## src/include/pkt_defines.svh

```systemverilog
// Byte link constants
`ifndef PKT_DEFINES_SVH
`define PKT_DEFINES_SVH

// Special characters of the byte stream.
`define PKT_SOP_CHAR     8'h7a  // Start of packet.
`define PKT_EOP_CHAR     8'h7b  // End of packet.
`define PKT_CHANNEL_CHAR 8'h7c  // Channel byte follows.
`define PKT_ESC_CHAR     8'h7d  // Next byte is escaped.

// Escaped bytes travel with this bit flipped.
`define PKT_ESC_XOR      8'h20

// Beat buffer in front of the encoder.
`define PKT_BEAT_DEPTH   4

// Link buffer between encoder and decoder.
// Holds up to this many bytes in flight.
`define PKT_LINK_DEPTH   8

`endif

```

## src/pkt_pkg.sv

```systemverilog
// Packet link types
package pkt_pkg;

   // One packet beat as seen at either end of the link.
   typedef struct packed {
      logic [7:0] data;     // Payload byte.
      logic [7:0] channel;  // Channel number.
      logic       sop;      // First beat of a packet.
      logic       eop;      // Last beat of a packet.
   } pkt_beat_t;

   // Decoder position within the escaped byte stream.
   typedef enum logic [1:0] {
      normal,           // Expecting marker or data.
      escaped,          // Data byte follows, XORed.
      channel_next,     // Channel value follows.
      channel_escaped   // Channel value follows, XORed.
   } dec_state_t;

endpackage

```

## src/pkt_stream_if.sv

```systemverilog
// Packet beat stream interface
`timescale 1ns/1ps

interface pkt_stream_if ();
   import pkt_pkg::*;

   logic      valid;  // Beat on the bus.
   logic      ready;  // Sink can take it.
   pkt_beat_t beat;   // Held stable until taken.

   // Side that produces beats.
   modport source (
      output valid,
      output beat,
      input  ready
   );

   // Side that consumes beats.
   modport sink (
      input  valid,
      input  beat,
      output ready
   );

endinterface

```

## src/stream_buffer.sv

```systemverilog
// First-word-fall-through buffer
`timescale 1ns/1ps

module stream_buffer #(
   parameter type payload_t = logic [7:0],
   parameter int  DEPTH     = 4
) (
   input  logic     clk,
   input  logic     reset_n,
   input  logic     in_valid,
   output logic     in_ready,
   input  payload_t in_payload,
   output logic     out_valid,
   input  logic     out_ready,
   output payload_t out_payload
);

   localparam int PTR_W = $clog2(DEPTH);
   localparam logic [PTR_W:0] FULL_COUNT = (PTR_W + 1)'(DEPTH);

   payload_t         mem [DEPTH];  // Circular store.
   logic [PTR_W-1:0] wr_ptr;
   logic [PTR_W-1:0] rd_ptr;
   logic [PTR_W:0]   count;        // Entries held.
   logic             push;
   logic             pop;

   // Pointers wrap on their own only for power-of-two depths.
   if (DEPTH < 2 || (DEPTH & (DEPTH - 1)) != 0) begin : g_depth_check
      $error("stream_buffer DEPTH must be a power of two, at least 2");
   end

   assign in_ready    = (count != FULL_COUNT);
   assign out_valid   = (count != '0);  // Written entries show up a cycle later.
   assign out_payload = mem[rd_ptr];
   assign push        = in_valid & in_ready;
   assign pop         = out_valid & out_ready;

   always_ff @(posedge clk) begin
      if (push) mem[wr_ptr] <= in_payload;
   end

   always_ff @(posedge clk or negedge reset_n) begin
      if (!reset_n) begin
         wr_ptr <= '0;
         rd_ptr <= '0;
         count  <= '0;
      end else begin
         if (push) wr_ptr <= wr_ptr + PTR_W'(1);
         if (pop) rd_ptr <= rd_ptr + PTR_W'(1);
         case ({push, pop})
            2'b10:   count <= count + (PTR_W + 1)'(1);
            2'b01:   count <= count - (PTR_W + 1)'(1);
            default: count <= count;  // Idle, or read and write together.
         endcase
      end
   end

endmodule

```

## src/packets_to_bytes.sv

```systemverilog
// Packet to byte stream encoder
`timescale 1ns/1ps
`include "pkt_defines.svh"

module packets_to_bytes (
   input  logic       clk,
   input  logic       reset_n,
   pkt_stream_if.sink beat_in,
   output logic       out_valid,
   input  logic       out_ready,
   output logic [7:0] out_data
);

   // Steps already done for the beat at the input.
   logic       sent_chan_char;
   logic       sent_chan_esc;
   logic       sent_channel;
   logic       sent_sop;
   logic       sent_eop;
   logic       sent_esc;
   logic [8:0] stored_channel;  // All ones until the first header.

   logic       load;            // Output register takes a byte.
   logic       need_channel;
   logic       chan_needs_esc;
   logic       data_needs_esc;
   logic       beat_done;
   logic [7:0] next_byte;

   function automatic logic is_special(input logic [7:0] b);
      return b inside {`PKT_SOP_CHAR, `PKT_EOP_CHAR, `PKT_CHANNEL_CHAR, `PKT_ESC_CHAR};
   endfunction

   assign need_channel   = beat_in.beat.sop |
                           ({1'b0, beat_in.beat.channel} != stored_channel);
   assign chan_needs_esc = is_special(beat_in.beat.channel);
   assign data_needs_esc = is_special(beat_in.beat.data);

   // Only the data byte remains for this beat.
   assign beat_done = (~need_channel | sent_channel) &
                      (~beat_in.beat.sop | sent_sop) &
                      (~beat_in.beat.eop | sent_eop) &
                      (~data_needs_esc | sent_esc);

   assign load          = beat_in.valid & (out_ready | ~out_valid);
   assign beat_in.ready = load & beat_done;  // Consumed with its data byte.

   // Channel header, SOP, EOP, escape, then data.
   always_comb begin
      if (need_channel && !sent_channel) begin
         if (!sent_chan_char)                     next_byte = `PKT_CHANNEL_CHAR;
         else if (chan_needs_esc && !sent_chan_esc) next_byte = `PKT_ESC_CHAR;
         else if (chan_needs_esc)                 next_byte = beat_in.beat.channel ^ `PKT_ESC_XOR;
         else                                     next_byte = beat_in.beat.channel;
      end else if (beat_in.beat.sop && !sent_sop) begin
         next_byte = `PKT_SOP_CHAR;
      end else if (beat_in.beat.eop && !sent_eop) begin
         next_byte = `PKT_EOP_CHAR;
      end else if (data_needs_esc && !sent_esc) begin
         next_byte = `PKT_ESC_CHAR;
      end else begin
         next_byte = sent_esc ? (beat_in.beat.data ^ `PKT_ESC_XOR) : beat_in.beat.data;
      end
   end

   always_ff @(posedge clk or negedge reset_n) begin
      if (!reset_n) begin
         out_valid      <= 1'b0;
         sent_chan_char <= 1'b0;
         sent_chan_esc  <= 1'b0;
         sent_channel   <= 1'b0;
         sent_sop       <= 1'b0;
         sent_eop       <= 1'b0;
         sent_esc       <= 1'b0;
      end else begin
         if (load) out_valid <= 1'b1;
         else if (out_ready) out_valid <= 1'b0;

         if (load) begin
            if (need_channel && !sent_channel) begin
               if (!sent_chan_char) sent_chan_char <= 1'b1;
               else if (chan_needs_esc && !sent_chan_esc) sent_chan_esc <= 1'b1;
               else sent_channel <= 1'b1;
            end else if (beat_in.beat.sop && !sent_sop) begin
               sent_sop <= 1'b1;
            end else if (beat_in.beat.eop && !sent_eop) begin
               sent_eop <= 1'b1;
            end else if (data_needs_esc && !sent_esc) begin
               sent_esc <= 1'b1;
            end else begin  // Data byte out, start over for the next beat.
               sent_chan_char <= 1'b0;
               sent_chan_esc  <= 1'b0;
               sent_channel   <= 1'b0;
               sent_sop       <= 1'b0;
               sent_eop       <= 1'b0;
               sent_esc       <= 1'b0;
            end
         end
      end
   end

   always_ff @(posedge clk) begin
      if (load) out_data <= next_byte;
   end

   // Remember the channel once its value byte is out.
   always_ff @(posedge clk or negedge reset_n) begin
      if (!reset_n) stored_channel <= '1;
      else if (sent_channel) stored_channel <= {1'b0, beat_in.beat.channel};
   end

endmodule

```

## src/bytes_to_packets.sv

```systemverilog
// Byte stream to packet decoder
`timescale 1ns/1ps
`include "pkt_defines.svh"

module bytes_to_packets (
   input  logic         clk,
   input  logic         reset_n,
   input  logic         in_valid,
   output logic         in_ready,
   input  logic [7:0]   in_data,
   pkt_stream_if.source beat_out
);
   import pkt_pkg::*;

   dec_state_t state;
   logic       pend_sop;   // SOP marker seen, no data yet.
   logic       pend_eop;   // EOP marker seen, no data yet.
   logic [7:0] channel;    // Channel of the next data byte.
   logic       take;       // Byte consumed this cycle.
   logic       emit;       // Consumed byte is data.
   logic [7:0] emit_data;
   logic       valid_q;
   pkt_beat_t  beat_q;

   assign in_ready       = beat_out.ready | ~valid_q;
   assign take           = in_valid & in_ready;
   assign beat_out.valid = valid_q;
   assign beat_out.beat  = beat_q;

   // Which bytes carry data, and their restored value.
   always_comb begin
      emit      = 1'b0;
      emit_data = in_data;
      case (state)
         normal: begin
            case (in_data)
               `PKT_SOP_CHAR, `PKT_EOP_CHAR, `PKT_CHANNEL_CHAR, `PKT_ESC_CHAR: emit = 1'b0;
               default: emit = 1'b1;
            endcase
         end
         escaped: begin
            emit      = 1'b1;
            emit_data = in_data ^ `PKT_ESC_XOR;
         end
         default: emit = 1'b0;  // Channel bytes.
      endcase
   end

   always_ff @(posedge clk or negedge reset_n) begin
      if (!reset_n) begin
         state    <= normal;
         pend_sop <= 1'b0;
         pend_eop <= 1'b0;
         channel  <= '0;
      end else if (take) begin
         case (state)
            normal: begin
               case (in_data)
                  `PKT_SOP_CHAR:     pend_sop <= 1'b1;
                  `PKT_EOP_CHAR:     pend_eop <= 1'b1;
                  `PKT_CHANNEL_CHAR: state <= channel_next;
                  `PKT_ESC_CHAR:     state <= escaped;
                  default:           state <= normal;
               endcase
            end
            escaped: state <= normal;
            channel_next: begin
               if (in_data == `PKT_ESC_CHAR) begin
                  state <= channel_escaped;
               end else begin
                  channel <= in_data;
                  state   <= normal;
               end
            end
            channel_escaped: begin
               channel <= in_data ^ `PKT_ESC_XOR;
               state   <= normal;
            end
            default: state <= normal;
         endcase

         // Flags belong to the beat just emitted.
         if (emit) begin
            pend_sop <= 1'b0;
            pend_eop <= 1'b0;
         end
      end
   end

   always_ff @(posedge clk or negedge reset_n) begin
      if (!reset_n) valid_q <= 1'b0;
      else if (take && emit) valid_q <= 1'b1;
      else if (beat_out.ready) valid_q <= 1'b0;
   end

   always_ff @(posedge clk) begin
      if (take && emit) begin
         beat_q.data    <= emit_data;
         beat_q.channel <= channel;
         beat_q.sop     <= pend_sop;
         beat_q.eop     <= pend_eop;
      end
   end

endmodule

```

## src/pkt_link_top.sv

```systemverilog
// Packet link loopback top
`timescale 1ns/1ps
`include "pkt_defines.svh"

module pkt_link_top (
   input  logic       clk,
   input  logic       reset_n,
   input  logic       in_valid,
   output logic       in_ready,
   input  logic [7:0] in_data,
   input  logic [7:0] in_channel,
   input  logic       in_startofpacket,
   input  logic       in_endofpacket,
   output logic       out_valid,
   input  logic       out_ready,
   output logic [7:0] out_data,
   output logic [7:0] out_channel,
   output logic       out_startofpacket,
   output logic       out_endofpacket
);
   import pkt_pkg::*;

   pkt_beat_t  in_beat;
   logic       enc_valid;   // Encoder to link buffer.
   logic       enc_ready;
   logic [7:0] enc_data;
   logic       link_valid;  // Link buffer to decoder.
   logic       link_ready;
   logic [7:0] link_data;

   pkt_stream_if beat_if ();
   pkt_stream_if dec_if ();

   assign in_beat = '{data: in_data, channel: in_channel,
                      sop: in_startofpacket, eop: in_endofpacket};

   stream_buffer #(.payload_t(pkt_beat_t), .DEPTH(`PKT_BEAT_DEPTH)) u_beat_buffer (
      .clk, .reset_n,
      .in_valid,
      .in_ready,
      .in_payload  (in_beat),
      .out_valid   (beat_if.valid),
      .out_ready   (beat_if.ready),
      .out_payload (beat_if.beat)
   );

   packets_to_bytes u_encoder (
      .clk, .reset_n,
      .beat_in   (beat_if),
      .out_valid (enc_valid),
      .out_ready (enc_ready),
      .out_data  (enc_data)
   );

   // Stands in for the physical byte link.
   stream_buffer #(.payload_t(logic [7:0]), .DEPTH(`PKT_LINK_DEPTH)) u_link_buffer (
      .clk, .reset_n,
      .in_valid    (enc_valid),
      .in_ready    (enc_ready),
      .in_payload  (enc_data),
      .out_valid   (link_valid),
      .out_ready   (link_ready),
      .out_payload (link_data)
   );

   bytes_to_packets u_decoder (
      .clk, .reset_n,
      .in_valid (link_valid),
      .in_ready (link_ready),
      .in_data  (link_data),
      .beat_out (dec_if)
   );

   assign out_valid         = dec_if.valid;
   assign dec_if.ready      = out_ready;
   assign out_data          = dec_if.beat.data;
   assign out_channel       = dec_if.beat.channel;
   assign out_startofpacket = dec_if.beat.sop;
   assign out_endofpacket   = dec_if.beat.eop;

endmodule

```

## config.mk

```make
export PLATFORM = sky130hd
export DESIGN_NAME = pkt_link_top
export DESIGN_NICKNAME = d
export VERILOG_FILES = /design/src/pkt_pkg.sv /design/src/pkt_stream_if.sv /design/src/stream_buffer.sv /design/src/packets_to_bytes.sv /design/src/bytes_to_packets.sv /design/src/pkt_link_top.sv
export VERILOG_INCLUDE_DIRS = /design/src /design/src/include
export SDC_FILE = /design/constraint.sdc
export NUM_CORES = 1
export LEC_CHECK = 0
export BUFFER_PORTS_ARGS = -buffer_cell sky130_fd_sc_hd__buf_2
export CAP_MARGIN = 20
export CORE_UTILIZATION = 55
export CTS_BUF_LIST = sky130_fd_sc_hd__clkbuf_4 sky130_fd_sc_hd__clkbuf_8
export DETAILED_ROUTE_END_ITERATION = 16
export HOLD_SLACK_MARGIN = 0.03
export PLACE_DENSITY = 0.73
export SLEW_MARGIN = 25
export SYNTH_ARGS = -nofsm -noshare
export SYNTH_HDL_FRONTEND = slang
export SYNTH_SLANG_ARGS = --single-unit
```

## constraint.sdc

```tcl
create_clock -name clk -period 8.3 [get_ports clk]
set_input_delay 0.83 -clock clk [delete_from_list [all_inputs] [get_ports clk]]
set_output_delay 0.83 -clock clk [all_outputs]
set_load 0.005 [all_outputs]
```

# --- After elaboration in Yosys (flattened, before gate mapping) ---
# Memories as Yosys holds them, arrays and structs flattened.
# Cells that the tools add are included.
totals:
  register_bits: 72
  ram_bits: 136
  inputBits: 22
  output_inout_bits: 20
  elab_cells: 177
  memories: 2
classes:
  n_addsub: 8
  eq_ne: 33
  mux: 45
  n_bitwise: 28
  n_reduce_logical: 37
memory_table:
  columns: ["name", "words", "width", "rd", "rd_clocked_by_memory_dff", "write_ports", "line", "rtl"]
  rows:
  - ["u_beat_buffer.mem", 4, 18, 1, 0, 1, "stream_buffer.sv:21", "payload_t mem [DEPTH];"]
  - ["u_link_buffer.mem", 8, 8, 1, 0, 1, "stream_buffer.sv:21", null]
ops:
  columns: ["op", "n"]
  rows:
  - ["equality test 8 x 7 -> 1 bit, second input constant", 12]
  - ["two-way mux 8 bit", 7]
  - ["two-way mux 1 bit", 28]
  - ["two-way mux 6 bit", 3]
  - ["case mux 8 bit (2 select lines)", 1]
  - ["AND reduction 4 bit", 4]
  - ["nonzero test 2 bit", 8]
  - ["inequality test 2 x 1 -> 1 bit, second input constant", 7]
  - ["NOT 1 bit", 12]
  - ["case mux 2 bit (3 select lines)", 2]
  - ["AND reduction 6 bit", 2]
  - ["nonzero test 4 bit", 3]
  - ["adder 3 x 1 -> 3 bit, second input constant", 3]
  - ["bitwise AND 1 bit", 9]
  - ["inequality test 8 x 9 -> 1 bit", 1]
  - ["AND reduction 3 bit", 3]
  - ["equality test 2 bit, second input constant", 4]
  - ["inequality test 2 bit, second input constant", 4]
  - ["case mux 4 bit (2 select lines)", 1]
  - ["bitwise OR 1 bit", 7]
  - ["equality test 2 x 1 -> 1 bit, second input constant", 3]
  - ["logical AND 1 bit", 6]
  - ["case mux 3 bit (2 select lines)", 1]
  - ["zero test 1 bit", 5]
  - ["other kinds (13)", 15]

# --- Longest topological paths before layout ---
# An unclocked memory read counts as a cell.
logic_depth:
  depth_word: 12
  ltp_mapped: 14
  mapped_depth_nobuf: 12

# --- Cells and area by module ---
# A second synthesis with hierarchy kept.
unflattened:
  hier_cells: 476
  hier_area_um2: 8548.2
modules_own_cells:
  columns: ["module", "instances", "cells_per_inst", "area_each_um2", "seq_area_each_um2"]
  rows:
  - ["stream_buffer (u_link_buffer)", 1, 157, 3128.0, 2172.1]
  - ["stream_buffer (u_beat_buffer)", 1, 131, 3017.9, 2337.2]
  - ["packets_to_bytes", 1, 111, 1216.2, 651.9]
  - ["bytes_to_packets", 1, 77, 1186.1, 865.8]

# --- Worst setup path before layout ---
# OpenSTA, ideal clock, no wires.
synth_timing:
  path_kind: "flip-flop to flip-flop"
  from: "register u_beat_buffer.rd_ptr[0]"
  to: "register u_beat_buffer.count[2]"
  setup_ns: 0.079
  t_arrival_ns: 2.955
  required_time_ns: 8.221
  slack_ns: 5.266
  path_stages_with_launch: 15
  n_path_buf: 2
  period_less_slack_ns: 3.034
  cell_sequence: "dfrtp_1 -> buf_6 -> buf_4 -> mux4_2 -> nand2_1 -> nand3_1 -> nor2_1 -> nand2b_1 -> inv_2 -> ha_1 -> inv_1 -> fa_1 -> xor2_1 -> nor2_1 -> xor2_1"
synth_via:
  elab_chain_len: 12
  elab_cells_between_ends: 25
  cone_classes: "7 x eq/ne; 1 x mux; 14 x bitwise; 2 x reduce/logical; 1 x memory"
synth_lines:
  columns: ["item", "line", "rtl"]
  rows:
  - ["from (decl)", "stream_buffer.sv:23", "logic [PTR_W-1:0] rd_ptr;"]
  - ["from (signal assigned)", "stream_buffer.sv:50", "if (pop) rd_ptr <= rd_ptr + PTR_W'(1);"]
  - ["memory (4 x 18 bit) (*)", null, null]
  - ["inequality test 8 x 9 -> 1 bit", "packets_to_bytes.sv:35", "({1'b0, beat_in.beat.channel} != stored_channel);"]
  - ["bitwise OR 1 bit", "packets_to_bytes.sv:34", "assign need_channel = beat_in.beat.sop |"]
  - ["NOT 1 bit", "packets_to_bytes.sv:40", "assign beat_done = (~need_channel | sent_channel) &"]
  - ["bitwise OR 1 bit", "packets_to_bytes.sv:40", null]
  - ["bitwise AND 1 bit", "packets_to_bytes.sv:40", null]
  - ["bitwise AND 1 bit", "packets_to_bytes.sv:41", "(~beat_in.beat.sop | sent_sop) &"]
  - ["bitwise AND 1 bit (*)", "packets_to_bytes.sv:42", "(~beat_in.beat.eop | sent_eop) &"]
  - ["bitwise AND 1 bit (*)", "packets_to_bytes.sv:46", "assign beat_in.ready = load & beat_done;"]
  - ["bitwise AND 1 bit (*)", "stream_buffer.sv:37", "assign pop = out_valid & out_ready;"]
  - ["via u_beat_buffer.pop", "stream_buffer.sv:26", "logic pop;"]
  - ["equality test 2 x 1 -> 1 bit or equality test 2 bit (tied branches)", "stream_buffer.sv:51", "case ({push, pop})"]
  - ["case mux 3 bit (2 select lines) or nonzero test 2 bit (tied branches)", null, null]
  - ["to (signal assigned)", "stream_buffer.sv:52", "2'b10: count <= count + (PTR_W + 1)'(1);"]
  - ["to (signal assigned)", "stream_buffer.sv:53", "2'b01: count <= count - (PTR_W + 1)'(1);"]
  - ["to (signal assigned)", "stream_buffer.sv:54", "default: count <= count;"]
  - ["to (decl)", "stream_buffer.sv:24", "logic [PTR_W:0] count;"]
# The timed path passes the listed nets; every way through them passes the cells marked *.
# A chain may end at the register's enable or synchronous reset.

# --- Worst setup path after layout ---
layout_timing:
  from: "register u_beat_buffer.rd_ptr[1]"
  to: "register u_beat_buffer.count[2]"
# Same word-level chain as after synthesis.

==> flow_summary_export.csv <==
group,metric,value,unit
timing,hold_viol,0,
route,drc,0,
clock_tree,cts_max_path_buffers,3,
route,final_antenna_net_count,0,
timing,finClkSkew,0.0206,ns
clock_tree,ctsResizeCount,0,
synth,synthAdderAreaFrac,1.95,%
route,first_pass_iters,4,
floorplan,start_util,57.4,%
clock_tree,post_cts_buffers,0,
worst_setup_path,slowest_delay,0.89,ns
clock_tree,ctsRootBufferMaster,"clkbuf_8",
timing,final.setup.tns,0,ns
synth,ys_ff_latch,208,
synth,synthFlopType,"edfxtp_1",
route,wire_per_inst,18.3,um
synth,synth.distinct_cells,58,
clock_tree,hold_buffers,0,
synth,synth_area,8470,sq um
cells_and_area,fillCellCount,1038,
worst_setup_path,r2r-end,"u_beat_buffer.count[2]",
timing,period_minus_slack,3.42,ns
timing,grt_setup_unrepaired,"no",
cells_and_area,regArea,6030,sq um
floorplan,die_y,126,um
global_routing,grt_usage,18.5,%
synth,avgSynthCellArea,17.9,sq um
status,status,"complete, no violations",
synth,syn_inst,472,
worst_setup_path,crit_arrival,3.84,ns
place,dp_hpwl,8.93,mm
power,power_density,412,nW/um^2
worst_setup_path,startpoint_type,"flop",
synth,synth_top_area_cell,"edfxtp_1",
synth,synth_xor_area_share,2.90,%
timing,slew_viol_final,0,
route,viasPerCell,5.68,
floorplan,fp-row-count,44,
cells_and_area,layout.nets,575,
global_routing,antenna_found_initial,0,
worst_setup_path,critPathKind,"flop to flop",
worst_setup_path,crit_required,8.73,ns
clock_tree,tritoncts,"done",
floorplan,die-width,126,um
synth,synth_mux_area_share,12.6,%
power,irDropWorstVdd,209,uV
clock_tree,htreeDepth,2,
synth,yosysMostFrequentCell,"edfxtp_1",
synth,async_flop_share,22.1,%
place,port-buffer-count,41,
floorplan,ios,42,
timing,worst_pin_slew,0.968,ns
clock_tree,cts_buffers,34,
place,dpl_cell_area,8840,sq um
route,postRouteWirelength,13.7,mm
worst_setup_path,crit_chain,"mux4_2 -> xor2_1 -> nor4_2 -> a31oi_1 -> nand2b_1 -> inv_2 -> ha_1 -> inv_1 -> fa_1 -> xor2_1 -> nor2_1 -> xor2_1",
global_routing,grt_pass1_wl,22.5,mm
synth,synth-edff-count,162,
cells_and_area,antenna_cells,0,
timing,max-slew-margin-rel,35.2,%
synth,yosysWarnings,0,
worst_setup_path,path_max_fanout,19,
cells_and_area,multi_input_area,2250,sq um
synth,synth_seq_area_share,71.2,%
flow_run,drv_cap,0,
synth,syn-num-nets,506,
worst_setup_path,worst_setup_path_end_kind,"flop",
worst_setup_path,ff2ff_setup_slack,4.88,ns
timing,fmax,293,MHz
power,p_leak,0.00351,uW
global_routing,grt_max_degree,47,
timing,period_share,41.1,%
place,place_congestion,0.874,
clock_tree,clk-insertion-delay-late,0.51,ns
floorplan,dieArea,15900,sq um
clock_tree,clk_pin_slew,0.06,ns
synth,synthSimpleGateAreaFrac,5.64,%
route,vias,4259,
route,drtIter0Drc,252,
synth,ys_top_cells_by_area,"edfxtp_1 (57%), dfrtp_1 (11%), mux4_2 (8.0%)",
cells_and_area,final_cell_area,9530,sq um
worst_setup_path,crit_top_cell,"xor2_1",
cells_and_area,area_growth_syn_to_layout,12.5,%
global_routing,overflow,0,
synth,yosysTopAreaCellShare,57.4,%
floorplan,core_area,14800,sq um
synth,ys_top_cells_by_count,"edfxtp_1 (162), dfrtp_1 (37), mux4_2 (30), nand2_1 (30), inv_1 (18)",
worst_setup_path,ff2ff_path_depth,12,
worst_hold_path,min_path_type,"input port to async pin",
timing,setup_violations,0,
cells_and_area,drive_above_1_share,29.3,%
synth,synth_compound_area_share,3.46,%
cells_and_area,fin_util,64.6,%
clock_tree,clock_sinks,208,
worst_setup_path,startpoint,"u_beat_buffer.rd_ptr[1]",
global_routing,grt_pass1_vias,4445,
worst_setup_path,cpMaxStageDelayCell,"dfrtp_1",
synth,synth_top_family_by_area,"multiplexers",
worst_setup_path,r2r-start,"u_beat_buffer.rd_ptr[1]",
how the worst max path moves through the flow:
stage	endpoint	slack, ns	depth (start not counted)
CTS	u_beat_buffer.count[2]	4.86	12
global placement	u_beat_buffer.count[2]	4.93	12
global route	u_beat_buffer.count[2]	4.62	12
floorplan	u_beat_buffer.count[2]	5.27	14
detailed placement	u_beat_buffer.count[2]	4.87	12
finish	u_beat_buffer.count[2]	4.88	12
routing by layer:
metal  wire [um]  up-vias  share of wire, %  global-route usage, %
li1            -     1961                 -                      -
met1        5570     2127                41                   22.4
met2        7100      134                52                   32.0
met3         666       37               4.8                   3.87
met4         407        0               3.0                   8.72
met5           0        -                 0                      0
cell usage in the layout (no fill, tap or decap), types with 9 or more instances in the layout:
cell and count:
buf_2 41, clkbuf_4 9, clkbuf_8 36, clkinv_1 11, dfrtp_1 36, dfstp_2 9
edfxtp_1 162, ha_1 10, inv_1 18, mux2_2 13, mux4_2 30, nand2_1 30
nand2b_1 9, nand3_1 10, nor2_1 10, nor3_1 9, xnor2_1 16, xor2_1 12
report_power, final:
| part | switching [uW] | total (uW) | internal [uW] |
|---|---|---|---|
| combinational | 651 | 1220 | 569 |
| sequential | 236 | 1820 | 1590 |
| clock | 377 | 882 | 505 |
critical path: cells and delay by family, from the launching register on:
family | cells | cell delay [ns]
compound gates | 1 | 0.16
xor+xnor | 3 | 0.47
fa+ha+maj | 2 | 0.54
simple gates | 3 | 0.65
flops | 1 | 0.89
mux | 1 | 0.47
buf+inv | 2 | 0.14
stage by stage:
stage / hold slack (ns) / setup slack (ns) / power [uW] / instances
after global placement: 0.437 / 4.93 / 3020 / 689
after detailed placement: 0.434 / 4.87 / 3070 / 689
after floorplan: 0.425 / 5.27 / 2730 / 472
after global routing: 0.463 / 4.62 / 4160 / 750
after CTS: 0.433 / 4.86 / 3970 / 750
final: 0.411 / 4.88 / 3920 / 750
sequential cells by signal (all words and copies together), names as in the netlist, 2 cells and up:
| signal | flops |
|---|---|
| u_decoder.channel | 8 |
| u_link_buffer.mem | 64 |
| u_beat_buffer.count | 3 |
| u_link_buffer.wr_ptr | 3 |
| u_beat_buffer.mem | 72 |
| u_encoder.stored_channel | 9 |
| u_decoder.state | 2 |
| u_beat_buffer.wr_ptr | 2 |
| u_beat_buffer.rd_ptr | 2 |
| u_link_buffer.count | 4 |
| u_encoder.out_data | 8 |
| u_link_buffer.rd_ptr | 3 |
| u_decoder.beat_out.beat | 18 |
cells by family after synthesis:
logic type	after synthesis
AND/OR/NAND/NOR	92
buffers and inverters	36
AO/OA/AOI/OAI	38
XOR/XNOR	28
flip-flops	208
multiplexers	58
adder cells (fa/ha/maj)	12
area by class of cell:
class | instances | share of cell area (%)
Tap cell | 184 | 2.42
Sequential cell | 208 | 63.3
Clock buffer | 45 | 5.91
Clock inverter | 16 | 1.27
Multi-Input combinational cell | 228 | 23.6
Timing Repair Buffer | 47 | 2.63
Inverter | 22 | 0.867
Power figures use the tool's default switching activity.
